**src/source/wb_macros.svh**
```systemverilog
`ifndef WB_MACROS_SVH
`define WB_MACROS_SVH

// Bus widths
`define WB_DATA_W 32
`define WB_ADDR_W 32
`define WB_SEL_W 4

// SRAM depth in words, indexed by address bits 9:2
`define WB_MEM_WORDS 256

// Pipeline stall vector
`define STALL_W 6
`define STALL_MEM 4 // Stops the memory stage and everything before it

// Slave wait-state setting
`define WAIT_W 2

`endif

```
**src/source/wb_pkg.sv**
```systemverilog
`include "wb_macros.svh"

package wb_pkg;

	typedef logic [`WB_DATA_W-1:0] word_t; // One data word
	typedef logic [`WB_ADDR_W-1:0] addr_t; // Byte address
	typedef logic [`WB_SEL_W-1:0] sel_t; // One bit per byte lane
	typedef logic [`STALL_W-1:0] stall_t; // Bit n stops stage n and all earlier

	// Bus interface FSM
	typedef enum logic [1:0] {
		WB_IDLE = 2'd0,
		WB_BUSY = 2'd1,
		WB_WAIT_FOR_STALL = 2'd2
	} wb_state_t;

	// Memory stage FSM
	typedef enum logic [1:0] {
		MS_EMPTY = 2'd0,
		MS_ISSUE = 2'd1,
		MS_DONE = 2'd2
	} mem_state_t;

endpackage

```
**src/source/mem_stage.sv**
```systemverilog
`timescale 1ns/1ps
`include "wb_macros.svh"

module mem_stage (
	input logic clk,
	input logic reset_i,
	// Command port
	input logic cmd_valid_i,
	input logic cmd_we_i,
	input wb_pkg::addr_t cmd_addr_i,
	input wb_pkg::word_t cmd_wdata_i,
	input wb_pkg::sel_t cmd_sel_i,
	output logic cmd_ready_o,
	// Pipeline control
	input wb_pkg::stall_t stall_i,
	input logic flush_i,
	// Bus interface side
	input wb_pkg::word_t mmu_rdata_i,
	input logic mmu_ack_i,
	output logic mmu_ce_o,
	output logic mmu_we_o,
	output wb_pkg::addr_t mmu_addr_o,
	output wb_pkg::word_t mmu_wdata_o,
	output wb_pkg::sel_t mmu_sel_o,
	// Response port
	output logic rsp_valid_o,
	output wb_pkg::word_t rsp_rdata_o
);

	import wb_pkg::*;

	mem_state_t state;
	logic we_q;
	addr_t addr_q;
	word_t wdata_q;
	sel_t sel_q;
	word_t rdata_q; // Result of the last access

	logic accept;

	// A set memory stall bit also covers hold, which sets every lower bit
	assign accept = cmd_valid_i && cmd_ready_o;
	assign cmd_ready_o = (state == MS_EMPTY) && !stall_i[`STALL_MEM];

	always_ff @(posedge clk) begin
		if (reset_i) begin
			state <= MS_EMPTY;
		end else begin
			case (state)
				MS_EMPTY: begin
					if (accept) begin
						state <= MS_ISSUE;
					end
				end
				MS_ISSUE: begin
					if (mmu_ack_i) begin // Ack wins over a late flush
						state <= MS_DONE;
					end else if (flush_i) begin
						state <= MS_EMPTY; // Access abandoned, no response
					end
				end
				MS_DONE: begin
					if (!stall_i[`STALL_MEM]) begin
						state <= MS_EMPTY;
					end
				end
				default: state <= MS_EMPTY;
			endcase
		end
	end

	always_ff @(posedge clk) begin
		if (accept) begin
			we_q <= cmd_we_i;
			addr_q <= cmd_addr_i;
			wdata_q <= cmd_wdata_i;
			sel_q <= cmd_sel_i;
		end
		if (state == MS_ISSUE && mmu_ack_i) begin
			rdata_q <= we_q ? '0 : mmu_rdata_i; // Stores answer with zero
		end
	end

	// Request held stable until the ack
	assign mmu_ce_o = (state == MS_ISSUE);
	assign mmu_we_o = we_q;
	assign mmu_addr_o = addr_q;
	assign mmu_wdata_o = wdata_q;
	assign mmu_sel_o = sel_q;

	assign rsp_valid_o = (state == MS_DONE) && !stall_i[`STALL_MEM];
	assign rsp_rdata_o = rdata_q;

endmodule

```
**config.mk**
```make
export PLATFORM = sky130hd
export DESIGN_NAME = mem_stage
export DESIGN_NICKNAME = d
export VERILOG_FILES = /design/src/source/wb_pkg.sv /design/src/source/mem_stage.sv
export VERILOG_INCLUDE_DIRS = /design/src /design/src/source
export SDC_FILE = /design/constraint.sdc
export NUM_CORES = 1
export LEC_CHECK = 0
export BUFFER_PORTS_ARGS = -buffer_cell sky130_fd_sc_hd__buf_2
export CAP_MARGIN = 20
export CORE_MARGIN = 8
export CORE_UTILIZATION = 42
export DETAILED_ROUTE_END_ITERATION = 10
export PLACE_DENSITY = 0.8
export SYNTH_ARGS = -nofsm -noshare
export SYNTH_HDL_FRONTEND = slang
export SYNTH_SLANG_ARGS = --single-unit
```
**constraint.sdc**
```tcl
create_clock -name clk -period 3.66 [get_ports clk]
set_input_delay 0.732 -clock clk [delete_from_list [all_inputs] [get_ports clk]]
set_output_delay 0.732 -clock clk [all_outputs]
set_load 0.005 [all_outputs]
```
After elaboration in Yosys (flattened, before gate mapping). Index checks and enable logic that the tools add are counted.

Add/sub/neg operators: 0. Multipliers: 0. Divide/modulo/power cells: 0. $lt $le $gt $ge: 0. Equality and inequality tests: 5. Shift-type cells: 0. Muxes and demuxes: 5. Bitwise logic cells: 0. Reduce and logical (&&, ||, !) cells: 7.

Operators by type and width (number): 2-bit 2-to-1 mux (4); 2-bit one-hot mux with 3 select lines (1); 1-bit logical AND (4); 2-bit inequality test (second input constant) (2); 3-bit inequality test (second input constant) (1); 3-bit AND reduction (1); 2-bit by 1-bit == test with 1-bit output (second input constant) (1); 2-bit == test (second input constant) (1); 2-bit zero test (1); 1-bit zero test (1).

Register bits: 103. Latch bits: 0. Bits in writable memories: 0. ROM bits: 0. Input bits: 112. Output and inout bits: 104. Logic and storage cells: 23. Memories kept: 0.

Logic depth before layout (Yosys ltp).
Depth after elaboration: 5. Depth in mapped cells: 2. Depth with buffers taken out: 2.

Least setup slack after synthesis. Ideal clock, no wire load.

Kind: input to register. Start point: input port stall_i[4]. End point: register addr_q[0] (netlist: mmu_addr_o[0]), enable pin. Library setup time: 434 ps. Arrival: 2618 ps. Data required time: 3226 ps. Setup slack: 608 ps. Stages on the path: 2. Buffers on the path: 0. Cell sequence: nor3_1 -> and2_1.

Cells in the longest elaborated chain, start to end: 3.

RTL lines: start, declared (line mem_stage.sv:15) `input wb_pkg::stall_t stall_i,`; 1-bit zero test (line mem_stage.sv:43) `` assign cmd_ready_o = (state == MS_EMPTY) && !stall_i[`STALL_MEM]; ``; 1-bit logical AND (line mem_stage.sv:43); 1-bit logical AND (line mem_stage.sv:42) `assign accept = cmd_valid_i && cmd_ready_o;`; net accept (line mem_stage.sv:39) `logic accept;`; end signal, assigned (line mem_stage.sv:75) `addr_q <= cmd_addr_i;`; end, declared (line mem_stage.sv:34) `addr_t addr_q;`.

The timed path passes the listed nets, and every way through them passes these cells. A chain may end at the register's enable or synchronous reset.

Worst setup path after layout.
Start point: input port stall_i[4]. End point: register addr_q[8] (netlist: mmu_addr_o[8]), enable pin.

The elaborated chain is that of the path after synthesis.

==> summary.md <==
| Metric | Value |
|---|---|
| Status | finished, final reports clean |
| Period utilization | 53.1% |
| Setup TNS | 0 ns |
| Clock latency on the worst-skew pair | 0.35 ns |
| Hold Path Stages | 1 |
| Layout area overhead | 42.0% |
| Setup crit start kind | input port |
| Post-Place Cells | 461 |
| Period minus WS final | 1.94 ns |
| DRC Markers | 0 |
| DP HPWL | 6.96 mm |
| Share of cells above drive strength 1 | 61.4% |
| Largest net degree at the start of global routing | 34 |
| Grt total ovfl | 0 |
| Post-synthesis sequential area ratio | 91.4% |
| Syn Std Cell Area | 0.00336 mm² |
| Vias in the first global route | 2280 |
| Final Max Tran Viols | 0 |
| Post-route ant nets | 0 |
| Drt total wl | 8.67 mm |
| Fin Clk Skew | 0.0107 ns |
| Die Area | 0.0111 mm² |
| Crit. End Element | register |
| R2R depth | 3 |
| DP Area | 0.00457 mm² |
| Cell variety after synth | 12 |
| Post-route setup slack | 1.72 ns |
| DR vias/cell | 4.46 |
| DRT iter0 DRCs | 73 |
| Setup repair bufs after CTS | 0 |
| Pwr dens | 451 mW/mm² |
| CORE AREA | 0.00773 mm² |
| Tot GR Track Use | 15.1% |
| Fmax | 0.515 GHz |
| Critical path class | input port to register |
| Synthesis-stage register bit count | 103 |
| Vias | 2133 |
| Post_cts resized | 0 |
| RSZ-0062 raised after global routing | false |
| Setup violations, final | 0 |
| WP data required | 3.71 ns |
| Pre-CTS WS | 1.34 ns |
| Longest Clk Path Bufs | 2 |
| Tot Pwr | 2.15 mW |
| Post-Synthesis Cells | 149 |
| Final net count | 483 |
| Flop2flop setup slack | 1.78 ns |
| Hold-fix buffers, CTS | 0 |
| Post-layout util | 61.8% |
| CP arrival | 2.00 ns |
| Crit Path Max Fanout | 29 |
| Cell Count, Final, Fillers Out | 478 |
| Synthesized Nets | 261 |
| H-tree levels | 3 |
| Filler instances | 622 |
| VDD IR-drop max | 0.000199 V |
| Maxcap violations | 0 |
| Hold Path Class | input port to register |
| Fin area | 0.00477 mm² |
| # clock sinks | 103 |
| TritonCTS Buffers | 9 |
| CTS Root Cell | clkbuf_8 |
| Hold slack | 0.542 ns |
| Initial antenna violation count | 0 |
| Chip width | 105 µm |
| Die H | 105 µm |
| Worst-margin pin slew | 0.696 ns |
| Clock transition at path regs | 0.11 ns |
| CTS tree | built |
| Static Leak | 2.00 nW |
| Initial Util | 43.5% |
| Routability Congestion | 0.750 |
| Avg Synthesized Cell Area | 22.6 µm² |
| Slew margin rel. | 53.6% |
| Ports | 216 |
| First-pass GRT wire length | 12.9 mm |
| Synthesis Warnings | 0 |
| First-pass DRT Iterations | 4 |
| # diodes | 0 |
| Final Hold Viols | 0 |
| Row count | 32 |
| Port Buf Inserts | 210 |
| Drt wl/cell | 18.1 µm |
-- cell families after synthesis --
logic type / after synthesis / share of synthesized area [%]
compound gates: 2 / 0.521
buf+inv: 4 / 0.446
flops: 103 / 91.4
simple gates: 40 / 7.66
-- synth_stat cells, drive strengths merged --
cell type,number,area share [%]
nor2b,33,6.1
dfxtp,2,1.2
or3b,2,0.52
and2,1,0.19
inv,1,0.11
nor3b,1,0.22
clkbuf,3,0.33
nor3,1,0.15
a211oi,1,0.37
a21oi,1,0.15
edfxtp,101,90
nand3b,2,0.45
-- routing by layer --
layer	global-route usage, %	vias up	share of wire, %
li1	-	1007	-
met1	15.9	981	37
met2	25.5	139	50
met3	7.67	6	13
met4	5.30	0	0.88
met5	0	-	0
-- sequential cells by signal, indices dropped and copies added, names as in the netlist --
register and count:
mmu_addr_o 32, rsp_rdata_o 32, mmu_sel_o 4, mmu_we_o 1, state 2, mmu_wdata_o 32
-- power by group --
part / switching [mW] / internal, mW / total (mW) / leakage, nW
registers: 0.0105 / 1.35 / 1.36 / 0.955
logic: 0.0697 / 0.0807 / 0.150 / 0.960
clock network: 0.390 / 0.259 / 0.648 / 0.0854
total: 0.470 / 1.68 / 2.15 / 2.00
-- cell type report --
class                   instances  area [µm²]  share of cell area (%)
repair buffers                214        1110                    23.3
inverters                       1        3.75                  0.0786
clock buffers                  10         128                    2.67
multi-input cells              42         277                    5.79
clock inverters                 6        52.6                    1.10
flip-flops and latches        103        3070                    64.4
well taps                     102         128                    2.67
-- critical path: stages --
cell and delay, ns:
buf_2 0.12, nor3_1 0.16, and2_2 0.64, buf_4 0.32
-- final timing paths --
path,startpoint,endpoint
worst max-delay path,stall_i[4],mmu_addr_o[8]$_DFFE_PP_
worst min-delay path,cmd_wdata_i[5],mmu_wdata_o[5]$_DFFE_PP_
worst min register to register,state[1]$_SDFFE_PP0P_,state[0]$_SDFFE_PP0P_
worst max register to register,state[1]$_SDFFE_PP0P_,mmu_addr_o[8]$_DFFE_PP_
-- layout by cell type, fill, tap and decap left out, drive strengths merged --
cell | synthesis | layout
buf | 0 | 214
edfxtp | 101 | 101
nor2b | 33 | 33
clkbuf | 3 | 10
inv | 1 | 4
nand3b | 2 | 2
or3b | 2 | 2
clkinvlp | 0 | 2
dfxtp | 2 | 2
nor3 | 1 | 1
and2 | 1 | 1
nor3b | 1 | 1
a211oi | 1 | 1
a21oi | 1 | 1
clkinv | 0 | 1
(Power assumes the default switching activity.)
