File: src/source/wb_macros.svh
`ifndef WB_MACROS_SVH
`define WB_MACROS_SVH

// Bus widths
`define WB_DATA_W 32
`define WB_ADDR_W 32
`define WB_SEL_W 4

// SRAM depth in words, indexed by address bits 9:2
`define WB_MEM_WORDS 256

// Pipeline stall vector
`define STALL_W 6
`define STALL_MEM 4 // Stops the memory stage and everything before it

// Slave wait-state setting
`define WAIT_W 2

`endif

File: src/source/wb_pkg.sv
`include "wb_macros.svh"

package wb_pkg;

	typedef logic [`WB_DATA_W-1:0] word_t; // One data word
	typedef logic [`WB_ADDR_W-1:0] addr_t; // Byte address
	typedef logic [`WB_SEL_W-1:0] sel_t; // One bit per byte lane
	typedef logic [`STALL_W-1:0] stall_t; // Bit n stops stage n and all earlier

	// Bus interface FSM
	typedef enum logic [1:0] {
		WB_IDLE = 2'd0,
		WB_BUSY = 2'd1,
		WB_WAIT_FOR_STALL = 2'd2
	} wb_state_t;

	// Memory stage FSM
	typedef enum logic [1:0] {
		MS_EMPTY = 2'd0,
		MS_ISSUE = 2'd1,
		MS_DONE = 2'd2
	} mem_state_t;

endpackage

File: src/source/wishbone_bus_if.sv
`timescale 1ns/1ps

module wishbone_bus_if (
	input logic clk,
	input logic reset_i,
	// Pipeline control
	input wb_pkg::stall_t stall_i,
	input logic flush_i,
	// Memory stage side
	input logic mmu_ce_i,
	input logic mmu_we_i,
	input wb_pkg::addr_t mmu_addr_i,
	input wb_pkg::word_t mmu_data_i,
	input wb_pkg::sel_t mmu_select_i,
	output wb_pkg::word_t mmu_data_o,
	output logic mmu_ack_o,
	// Wishbone side
	input wb_pkg::word_t wishbone_data_i,
	input logic wishbone_ack_i,
	output logic wishbone_cyc_o,
	output logic wishbone_stb_o,
	output wb_pkg::addr_t wishbone_addr_o,
	output wb_pkg::word_t wishbone_data_o,
	output logic wishbone_we_o,
	output wb_pkg::sel_t wishbone_select_o,
	// To the stall controller
	output logic stallreq_o
);

	import wb_pkg::*;

	wb_state_t state;
	word_t rd_buf; // Read data kept for the stall wait

	logic start;
	logic bus_ack;

	assign start = (state == WB_IDLE) && mmu_ce_i && !flush_i;
	assign bus_ack = (state == WB_BUSY) && wishbone_ack_i;

	always_ff @(posedge clk) begin
		if (reset_i) begin
			state <= WB_IDLE;
			wishbone_we_o <= 1'b0;
			wishbone_select_o <= '0;
		end else begin
			case (state)
				WB_IDLE: begin
					if (start) begin
						wishbone_we_o <= mmu_we_i;
						wishbone_select_o <= mmu_select_i;
						state <= WB_BUSY;
					end
				end
				WB_BUSY: begin
					if (wishbone_ack_i) begin
						wishbone_we_o <= 1'b0;
						wishbone_select_o <= '0;
						if (stall_i != '0) begin
							state <= WB_WAIT_FOR_STALL; // Pipeline not ready for the data
						end else begin
							state <= WB_IDLE;
						end
					end else if (flush_i) begin
						wishbone_we_o <= 1'b0;
						wishbone_select_o <= '0;
						state <= WB_IDLE; // Drop the cycle
					end
				end
				WB_WAIT_FOR_STALL: begin
					if (stall_i == '0) begin
						state <= WB_IDLE;
					end
				end
				default: state <= WB_IDLE;
			endcase
		end
	end

	// Address and write data carry no control meaning
	always_ff @(posedge clk) begin
		if (start) begin
			wishbone_addr_o <= mmu_addr_i;
			wishbone_data_o <= mmu_data_i;
		end else if (bus_ack || (state == WB_BUSY && flush_i)) begin
			wishbone_addr_o <= '0;
			wishbone_data_o <= '0;
		end
		if (bus_ack && !wishbone_we_o) begin
			rd_buf <= wishbone_data_i;
		end
	end

	assign wishbone_cyc_o = (state == WB_BUSY);
	assign wishbone_stb_o = (state == WB_BUSY);
	assign mmu_ack_o = bus_ack;

	always_comb begin
		mmu_data_o = '0;
		stallreq_o = 1'b0;
		case (state)
			WB_IDLE: stallreq_o = start;
			WB_BUSY: begin
				stallreq_o = !wishbone_ack_i; // Hold the pipe until the slave answers
				if (wishbone_ack_i && !wishbone_we_o) begin
					mmu_data_o = wishbone_data_i;
				end
			end
			WB_WAIT_FOR_STALL: mmu_data_o = rd_buf;
			default: mmu_data_o = '0;
		endcase
	end

endmodule

File: config.mk
export PLATFORM = sky130hd
export DESIGN_NAME = wishbone_bus_if
export DESIGN_NICKNAME = d
export VERILOG_FILES = /design/src/source/wb_pkg.sv /design/src/source/wishbone_bus_if.sv
export VERILOG_INCLUDE_DIRS = /design/src /design/src/source
export SDC_FILE = /design/constraint.sdc
export NUM_CORES = 1
export LEC_CHECK = 0
export BUFFER_PORTS_ARGS = -buffer_cell sky130_fd_sc_hd__buf_4
export CORE_AREA = 8 8 114 116
export DETAILED_ROUTE_END_ITERATION = 6
export DIE_AREA = 0 0 122 124
export GPL_ROUTABILITY_DRIVEN = 0
export PLACE_DENSITY = 0.79
export REMOVE_ABC_BUFFERS = 1
export SYNTH_ARGS = -nofsm -noshare
export SYNTH_HDL_FRONTEND = slang
export SYNTH_SLANG_ARGS = --single-unit
File: constraint.sdc
create_clock -name clk -period 3.87 [get_ports clk]
set_input_delay 0.387 -clock clk [delete_from_list [all_inputs] [get_ports clk]]
set_output_delay 0.387 -clock clk [all_outputs]
set_load 0.02 [all_outputs]
# After elaboration in Yosys (flattened, before gate mapping)
# Index checks and enable logic that the tools add are counted.
[word_totals]
register_bits = 103
word_cells = 48
output_inout_bits = 105
[op_classes]
n_reduce_logical = 17
n_eq_ne = 5
n_mux = 20
[op_table]
columns = ["operator", "n"]
rows = [
  ["$mux W32", 4],
  ["$pmux W32 S2", 1],
  ["$mux W4", 3],
  ["$mux W2", 5],
  ["$pmux W4 S2", 1],
  ["$logic_and A1 B1 Y1", 6],
  ["$logic_not A6 Y1", 1],
  ["$pmux W2 S3", 1],
  ["$reduce_and A3 Y1", 2],
  ["$reduce_bool A6 Y1", 1],
  ["$ne A2 B2 Y1 const B", 2],
  ["$pmux W1 S2", 2],
  ["$reduce_bool A2 Y1", 2],
  ["$logic_not A1 Y1", 3],
  ["$mux W1", 3],
  ["$ne A3 B3 Y1 const B", 1],
  ["$eq A2 B1 Y1 const B", 1],
  ["$eq A2 B2 Y1 const B", 1],
  ["$logic_not A2 Y1", 1],
  ["$logic_or A1 B1 Y1", 1],
]

# Logic depth before layout (Yosys ltp)
# Gate-level depths: netlist (run 1).
[logic_depth]
depth_word = 5
depth_mapped = 7
ltp_nobuf = 6

# Least setup slack after synthesis (run 1)
# Ideal clock, no wire load.
[synth_path]
path_type = "reg-to-reg"
from = "register state[0]"
to = "register wishbone_addr_o[0], enable pin"
period_less_slack_ns = 2.784
setup_ns = 0.424
arrival_ns = 2.360
n_path_buf = 2
path_stages_with_launch = 7
slack_ns = 1.086
path_cell_list = "dfxtp_1 -> inv_1 -> ha_1 -> clkbuf_2 -> clkbuf_1 -> nand2_1 -> nand2_1"
[synth_between]
elab_chain_cells = 4
[synth_lines]
columns = ["item", "line", "rtl"]
rows = [
  ["start, declared", "wishbone_bus_if.sv:32", "wb_state_t state;"],
  ["start signal, assigned", "wishbone_bus_if.sv:43", "state <= WB_IDLE;"],
  ["start signal, assigned", "wishbone_bus_if.sv:52", "state <= WB_BUSY;"],
  ["start signal, assigned", "wishbone_bus_if.sv:60", "state <= WB_WAIT_FOR_STALL;"],
  ["$eq A2 B1 Y1 / $logic_not A2 Y1 (equally long branches)", "wishbone_bus_if.sv:39, wishbone_bus_if.sv:85, wishbone_bus_if.sv:38", ""],
  ["$logic_and A1 B1 Y1 (on tied branches)", "wishbone_bus_if.sv:39, wishbone_bus_if.sv:85, wishbone_bus_if.sv:38", ""],
  ["$logic_or A1 B1 Y1 / $logic_and A1 B1 Y1 (equally long branches)", "wishbone_bus_if.sv:85, wishbone_bus_if.sv:38", ""],
  ["$reduce_bool A2 Y1 (no line) *", "n/a", ""],
  ["end signal, assigned", "wishbone_bus_if.sv:83", "wishbone_addr_o <= mmu_addr_i;"],
  ["end, declared", "wishbone_bus_if.sv:22", "output wb_pkg::addr_t wishbone_addr_o,"],
]
# Every way passes the cells marked *; elsewhere a longest branch is shown, timed or not.
# A chain may end at the register's enable or synchronous reset.

# Worst setup path in the final report (run 1)
[layout_path]
from = "register state[1]"
to = "output port mmu_data_o[5]"
[layout_between]
elab_chain_cells = 2
[layout_lines]
columns = ["item", "line", "rtl"]
rows = [
  ["$eq A2 B2 Y1 / $eq A2 B1 Y1 (equally long branches)", "wishbone_bus_if.sv:101", "case (state)"],
  ["$pmux W32 S2 *", "wishbone_bus_if.sv:101", ""],
  ["end, declared", "wishbone_bus_if.sv:15", "output wb_pkg::word_t mmu_data_o,"],
]
# Marks and branches as above.

==> results of run 1 <==
[stage by stage]
stage | hold WS, ns | std cells | utilization [%] | worst slack, ns
2_1_floorplan | 0.456 | 274 | - | -0.498
3_3_place_gp | 0.456 | 637 | 53.6 | 1.45
3_5_place_dp | 0.467 | 637 | 53.6 | 1.36
4_1_cts | 0.218 | 653 | 56.3 | 0.997
5_1_grt | 0.212 | 653 | 56.3 | 0.805
6_report | 0.234 | 653 | 56.3 | 1.03
[worst max-delay path, cell delays in order (launching register included)]
cell                      delay, ns
sky130_fd_sc_hd__dfxtp_1       0.33
sky130_fd_sc_hd__inv_1         0.09
sky130_fd_sc_hd__ha_1          0.34
sky130_fd_sc_hd__nand2_1       0.18
sky130_fd_sc_hd__nor2_4        0.10
sky130_fd_sc_hd__buf_4         0.55
sky130_fd_sc_hd__a22oi_1       0.15
sky130_fd_sc_hd__nor2b_1       0.20
sky130_fd_sc_hd__buf_4         0.17
[layer usage]
| metal | vias to the layer above | routed length (um) |
|---|---|---|
| met4 | 0 | 191 |
| met1 | 1500 | 4800 |
| met5 | - | 0 |
| met3 | 14 | 1650 |
| li1 | 1552 | - |
| met2 | 161 | 5570 |
[flip-flops by register name, indices dropped and copies added (netlist names)]
| name | count |
|---|---|
| wishbone_select_o | 4 |
| state | 2 |
| wishbone_addr_o | 32 |
| wishbone_data_o | 32 |
| rd_buf | 32 |
| wishbone_we_o | 1 |
[path summary, 6_finish.rpt]
check	slack [ns]	depth (start not counted)	start	endpoint
setup / recovery	1.03	8	state[1]	mmu_data_o[5]
hold / removal	0.23	1	wishbone_data_i[5]	rd_buf[5]
setup reg to reg	1.39	6	state[0]	wishbone_data_o[11]
hold reg to reg	0.47	2	wishbone_select_o[2]	wishbone_select_o[2]
[final cells by class]
class	count	share of cell area [%]
sequential	103	48.1
timing repair buffer	220	26.5
multi-input combinational	167	17.7
clock buffer	9	3.58
tap	143	2.84
clock inverter	7	1.15
inverter	4	0.239
[cells in the mapped netlist (all sizes together)]
library cell   n  area share (%)
edfxtp        96              68
and3          64             9.4
nor2b         33             4.9
a22oi         32             5.6
clkbuf        22             2.0
dfxtp          7             3.3
a21oi          6            0.71
buf            6            0.88
nand3          6            0.71
nand2          5            0.44
nand4b         5             1.0
inv            4            0.35
nand2b         4            0.59
ha             3            0.88
nor2           2            0.18
o22ai          2            0.29
mux2i          1            0.24
nor4           1            0.15
o21ai          1            0.12
or2b           1            0.21
or4b           1            0.24
[power by group]
part	leakage, nW	switching, W	internal [W]
clock network	0.143	0.000400	0.000503
logic	1.63	0.000774	0.000504
registers	0.980	0.0000744	0.00154
[layout by cell type, fill, tap and decap left out, types with 5 or more instances in the layout]
master | netlist | final
sky130_fd_sc_hd__a21oi_1 | 6 | 6
sky130_fd_sc_hd__edfxtp_1 | 96 | 96
sky130_fd_sc_hd__clkbuf_16 | 0 | 9
sky130_fd_sc_hd__and3_1 | 64 | 64
sky130_fd_sc_hd__dfxtp_1 | 7 | 7
sky130_fd_sc_hd__a22oi_1 | 32 | 32
sky130_fd_sc_hd__nor2b_1 | 32 | 32
sky130_fd_sc_hd__nand4b_1 | 5 | 5
sky130_fd_sc_hd__nand3_1 | 6 | 6
sky130_fd_sc_hd__buf_4 | 1 | 219
[cell families (layout without fill, tap and decap cells)]
logic type | after synthesis | after routing | share of synthesized area, %
and+or+nand+nor | 122 | 122 | 17.9
DFF | 103 | 103 | 71.1
AOI/OAI and AO/OA | 41 | 41 | 6.76
buffers and inverters | 32 | 240 | 3.21
adders and majority gates | 3 | 3 | 0.882
muxes | 1 | 1 | 0.235
==> results, run 1 <==
- The tool flagged a number of max-cap violations equal to 0.
- Once the floorplan was initialized, standard cells occupied 38.1% of the core.
- In this run the tightest slew margin relative to its limit is 21.6%.
- The mean routed wirelength per cell is between 15 and 20 um.
- Averaged over all synthesized cells, the footprint is 14.1 um^2.
- The tree is rooted in a sky130_fd_sc_hd__clkbuf_16.
- In the routed layout, each cell is associated on average with a via count of ~4.9.
- After routing the design area is 6290 um^2.
- The share of the Yosys chip area taken by registers is 71.1%.
- The number of vias after detailed routing is 3227.
- The largest net degree at the start of global routing is 74.
- The run finished with clean final reports.
- The kind of capture point of the worst setup path is an output pin.
- The multi-input combinational cells in the finished layout cover a total of roughly 1100 um^2.
- The total power per unit cell area is 603 nW/um^2.
- Global routing consumed, over all layers together, 15.3% of the routing resources.
- Setup repair after global routing left no endpoint under its margin.
- The worst setup path is launched from a flop.
- The hold buffer count at cts is 0.
- The met1 layer usage reported by global route is roughly 17%.
- The number of global-route vias before repair is 3323.
- The die boundary height is between 100 and 150 um.
- The highest achievable clock rate is 352 MHz.
- In this run, distinct cell masters in the synthesized netlist total 26.
- The number of setup buffers added after CTS is 0.
- The sequential cells in the finished layout cover a total of 3020 um^2.
- The number of flip-flops and latches in the synthesized netlist is 103.
- The worst path uses 73.4% of the clock period.
- The synthesis warning total is 0.
- The routed design has approximately 12 mm of wire.
- The initial antenna violation count is 0.
- The share of post-route cells with drive strength above 1 is between 40% and 50%.
- The clock net in this run drives a total of 103 sinks.
- The leakage dissipation is 2.75 nW.
- The maximum buffer depth of the clock tree is 2.
- For this run, design rule violations remaining after detail routing come to 0.
- The number of violations reported at the end of detailed-routing iteration 0 is between 200 and 300.
- The worst voltage drop across the vdd grid is 0.304 mV.
- The clock latency on the worst-skew pair is 0.34 ns.
- The number of slew-limit violations in the final report is 0.
- At the worst endpoint, the required time is 3.48 ns.
- Counting the fill cells in the layout gives 879.
- The final-report hold violation count is 0.
- The area inside the core boundary is 11200 um^2.
- The first global-routing pass estimated 18.0 mm of wire.
- The kind of path behind the tightest hold check is primary input to flop.
- The transition time at the pin with the least slew margin is 1.18 ns.
- Summed over all failing endpoints, the final setup total negative slack is 0 ns.
- The number of routed nets with antenna violations is 0.
- The met2 track utilization from global routing is 23.7%.
- Summing all placed instances gives a cell area of 5990 um^2.
- In this run the core area contains 39 standard-cell rows.
- For this run, the post-layout net count is 620.
- The area growth from synthesis to layout is 47.9%.
- After clock tree synthesis, the repair step resized 0 gates.
- TritonCTS built the clock tree.
- The post-CTS clock slew at the launch and capture registers of the worst setup and hold paths is about 0.070 ns.
- Global routing used under 10% of the available met3 tracks.
- From left edge to right edge, the die measures 122 um.
- The top-level I/O count is 217.
- Buffers placed on the I/O ports in this run total approximately 220.
- The gate count after technology mapping is 302.
- The critical path in this run is classified as flop to output pin.
- After global routing, the most crowded layer is met2.
- The total half-perimeter wirelength after legalization and detailed placement is about 9.0 mm.
- The highest net fanout along the worst path is 64.
- The number of H-tree levels is 3.
- The number of iterations in the first detailed-routing pass is 4.
- The worst endpoint data arrival time is ~2.5 ns.
- The number of antenna diodes in the final layout is 0.
- Overall power consumption after layout is estimated at 0.00379 W.
- Clock skew on the completed layout was measured at 0.0108 ns.
- The global route total overflow is 0.
- The minimum period implied by the final worst setup slack is 2.84 ns.
- The mapped cell area is 4250 um^2.
- Setup violations remaining at the end of the flow were counted as 0.
- Clock tree synthesis inserted a total of 9 buffers.
- The area of the die is 15100 um^2.
Note: power is estimated with default switching activity, not from simulation.
==> run 2, diff against run 1 <==
--- a/config.mk
+++ b/config.mk
@@ -6,12 +6,13 @@
 export SDC_FILE = /design/constraint.sdc
 export NUM_CORES = 1
 export LEC_CHECK = 0
+export ABC_AREA = 1
 export BUFFER_PORTS_ARGS = -buffer_cell sky130_fd_sc_hd__buf_4
-export CORE_AREA = 8 8 114 116
+export CORE_AREA = 8 8 117 119
 export DETAILED_ROUTE_END_ITERATION = 6
-export DIE_AREA = 0 0 122 124
+export DIE_AREA = 0 0 125 127
 export GPL_ROUTABILITY_DRIVEN = 0
-export PLACE_DENSITY = 0.79
+export PLACE_DENSITY = 0.81
 export REMOVE_ABC_BUFFERS = 1
 export SYNTH_ARGS = -nofsm -noshare
 export SYNTH_HDL_FRONTEND = slang
==> constraint.sdc (replaced) <==
create_clock -name clk -period 2.5 [get_ports clk]
set_input_delay 0.25 -clock clk [delete_from_list [all_inputs] [get_ports clk]]
set_output_delay 0.25 -clock clk [all_outputs]
set_load 0.02 [all_outputs]
==> run 2 against run 1 <==
Flip-flop and latch count is the same. First-iteration DRC count shrank 35%. Clock skew is essentially flat. Critical endpoint is now mmu_data_o[4]. Largest cell class unchanged. Highest routed layer unchanged.
==> results, run 2 <==
- The flow ran to the end, and the final reports show no timing, DRC or antenna violations.
- The critical path goes through inv_1 > ha_2 > nand2_2 > or2_4 > inv_8 > buf_4 > nand2_2 > a21oi_2 > buf_4.
- Hold repair after CTS inserted 0 buffers.
- The horizontal die dimension is roughly 130 um.
- The top-level I/O count is 217.
- Summing the areas of all compound-gate instances in the mapped netlist gives approximately 7.2% of the synthesized area.
- The aggregate global-route resource usage is 14.7%.
- The clock tree synthesis step divided the H-tree into 3 levels.
- After clock tree synthesis, the clock-pin slew on the worst setup and hold paths is 0.07 ns.
- By area, the combinational part of the netlist is dominated by simple AND/OR/NAND/NOR gates.
- The min-delay analysis places its worst path in the category primary input to flop.
- No sink is reached through more buffers than the 2 on the longest clock path.
- The area of the die is 15900 um^2.
- In the final layout, the registers with the most flip-flops are rd_buf x32, wishbone_addr_o x32, wishbone_data_o x32.
- STA puts the critical path data arrival time at between 2 and 2.5 ns.
- The final-report hold violation count is 0.
- OpenSTA, run right after detailed placement, puts the worst setup slack at roughly 0.33 ns.
- The final critical-path setup slack is ~0.11 ns.
- The internal power consumption is around 0.0042 W.
- The number of sinks handled by clock tree synthesis is about 100.
- The number of flip-flops and latches in the synthesized netlist is slightly above 100.
- Measured in cells, the most critical reg-to-reg path has a length of 5.
- The area share of the leading cell type in the synthesized netlist is 63.8%.
- The finished layout holds 780 standard cells, fillers aside.
- 0 antenna diodes ended up in the layout.
- The number of vias per cell after detailed routing is around 4.5.
- Measured against the total synthesized area, the mux share comes to 0%.
- The total met3 wirelength after detailed routing is 1.50 mm.
- In this run the worst path has a maximum fanout of 29.
- After floorplanning, the core was sized to cover between 10000 and 15000 um^2.
- The initial core utilization is between 30% and 40%.
- The initial antenna violation count was 0.
- The critical path is of the flop to output pin type.
- Leaving out fill and tap cells, the most frequent cells in the layout are sky130_fd_sc_hd__buf_4 (225), sky130_fd_sc_hd__edfxtp_1 (96), sky130_fd_sc_hd__nor2_1 (86), sky130_fd_sc_hd__inv_1 (79), sky130_fd_sc_hd__nand2_1 (41).
- The worst setup path is captured at an output pin.
- After layout, the minimum clock period comes to 2.39 ns.
- In the synthesized netlist, the number of instances is 410.
- The area share of xor/xnor cells in the synthesized design is 0%.
- Data on the critical path is required at its endpoint by 2.25 ns.
- The synthesized design contains 96 enable-type register cells.
- The share of synthesized area occupied by flip-flops and latches is 66.9%.
- The delay contributed by the slowest stage of the critical path is 0.33 ns.
- The number of vias after detailed routing is 3529.
- Cells with a size suffix above 1 make up 48.3% of the layout.
- The highest achievable clock rate is 418 MHz.
- Setup repair after global routing left no endpoint under its margin.
- The total wirelength of the detailed-routed design is between 10 and 15 mm.
- The worst hold path cell count is 1.
- The highest layer touched by signal routing is met4.
- The synthesis warning total is 0.
- The switching part of the total power is 37.4%.
- Sorting the synthesized cells by area gives the leading types as sky130_fd_sc_hd__edfxtp_1 (64%), sky130_fd_sc_hd__nor2_1 (7.1%), sky130_fd_sc_hd__inv_1 (6.6%).
- The total instance count after detailed placement is 764.
- Before antenna repair, the detailed router went through 4 iterations.
- After detailed routing, the number of remaining DRC violations is 0.
- The wire length of the first global-routing pass is about 19 mm.
- Compared with the post-synthesis result, the final layout area differs by 46.0%.
- The share of total power dissipated in the clock network is 20.6%.
- Entering global routing, the biggest net connects 67 pins.
- The total half-perimeter wirelength after legalization and detailed placement is 9.51 mm.
- The fraction of registers with async set/reset is 0%.
- Setup violations remaining at the end of the flow were counted as 0.
- After synthesis, the most frequently instantiated cells are sky130_fd_sc_hd__edfxtp_1 (96), sky130_fd_sc_hd__nor2_1 (86), sky130_fd_sc_hd__inv_1 (79).
- Across the run, the number of max-cap violations was 0.
- The analysis attributes to net switching a power of 0.00252 W.
- The floorplan has 40 rows.
- Of the available clock period, the critical path in the final layout requires 95.6%.
- The leakage dissipation is 3.00 nW.
- IR analysis of the VDD net gives a maximum drop of 0.431 mV.
- TritonCTS built the clock tree.
- Yosys mapped the design onto 18 distinct sky130hd cell types.
- The predominant post-synthesis flop cell is sky130_fd_sc_hd__edfxtp_1.
- Power spread over the standard cell area amounts to 1020 nW/um^2.
- The clock latency on the worst-skew pair is between 0.3 and 0.4 ns.
- The met1 layer wirelength in the final routing is around 4.7 mm.
- Summed over all nets, wire length on met2 after detailed routing comes to ~5.7 mm.
- In the final routed layout, each cell accounts on average for ~15 um.
- The final layout contains 743 nets.
- Summed over all failing endpoints, the final setup total negative slack is 0 ns.
- Of the total power, registers draw roughly two fifths.
- The average footprint of a synthesized cell is 11.0 um^2.
- The clock root buffer master is sky130_fd_sc_hd__clkbuf_16.
- The global route total overflow is 0.
- The largest total area in the synthesized netlist belongs to sky130_fd_sc_hd__edfxtp_1.
- For this design, the slowest cell found on the critical path is sky130_fd_sc_hd__dfxtp_1.
- The commonest non-fill, non-tap cell in the layout is sky130_fd_sc_hd__buf_4.
- The most common cell in the netlist is sky130_fd_sc_hd__edfxtp_1.
- The cell area that synthesis handed to floorplanning was 4520 um^2.
- The number of setup buffers added after CTS is 0.
- The adder and majority cell fraction of the synthesized area is 0.831%.
- The number of port buffers is roughly 220.
- The die is 127 um tall.
- The relative slew slack is 63.5%.
- Summing the areas of all and, or, nand and nor instances in the mapped netlist gives 15.3% of the synthesized area.
- The number of slew-limit violations in the final report is 0.
- The number of global-route vias before repair is between 3000 and 4000.
- The number of routed nets with antenna violations is 0.
- The combinational share of power is 40.7%.
- TritonCTS created 9 clock buffers.
- Clock skew on the completed layout was measured at 0.0103 ns.
- The element type at the critical path start is a flop.
- The transition time at the pin with the least slew margin is 0.547 ns.
- The detailed router finished its first iteration with between 150 and 200 violations.
[run 2: timing repair]
item	4_1_cts	5_1_grt
hold endpoints to repair	0	0
endpoints found under the setup margin	11	16
resized for setup	1	1
[run 2: kinds of logic after synthesis]
family / after synthesis
DFF: 103
AOI/OAI and AO/OA: 43
buffers and inverters: 99
adders and majority gates: 3
and+or+nand+nor: 162
[run 2: metal layers]
layer / vias to the layer above / global-route usage (%)
li1: 1719 / -
met1: 1629 / 15.8
met2: 171 / 24.4
met3: 10 / 7.82
met4: 0 / 4.73
met5: - / 0
[run 2: worst paths after layout]
kind,startpoint,endpoint,slack (ns)
max,state[1],mmu_data_o[4],0.11
min,wishbone_data_i[19],rd_buf[19],0.11
max reg2reg,state[1],wishbone_addr_o[22],0.65
min reg2reg,wishbone_select_o[1],wishbone_select_o[1],0.50
[run 2: layout make-up]
cell class	instances	area (um^2)
Sequential cell	103	3020
Timing Repair Buffer	226	1710
Inverter	80	308
Multi-Input combinational cell	208	1070
Clock buffer	9	225
Tap cell	147	184
Fill cell	1029	5220
Clock inverter	7	71.3
[run 2: stage by stage]
stage          hold slack (ns)  total power, W  utilization, %  area [um^2]
4_1_cts                 0.0927         0.00682            55.8         6590
3_5_place_dp             0.447         0.00541            53.3         6290
3_3_place_gp             0.443         0.00533            53.3         6290
2_1_floorplan            0.349         0.00423               -         4380
6_report                 0.107         0.00673            55.8         6590
5_1_grt                 0.0909         0.00708            55.8         6590
[run 2: power by group through the flow]
stage	combinational [W]	clock [W]	sequential (W)
after floorplan	0.00109	0	0.00314
after global placement	0.00271	0	0.00262
after detailed placement	0.00277	0	0.00264
after CTS	0.00278	0.00144	0.00261
after global routing	0.00294	0.00149	0.00264
final	0.00274	0.00138	0.00260
[run 2: worst max-delay path: cells and delay by family (launching register included)]
kind / cells / cell delay [ns]
AOI/OAI and AO/OA: 1 / 0.12
and+or+nand+nor: 3 / 0.41
adders and majority gates: 1 / 0.28
buffers and inverters: 4 / 0.66
DFF: 1 / 0.33
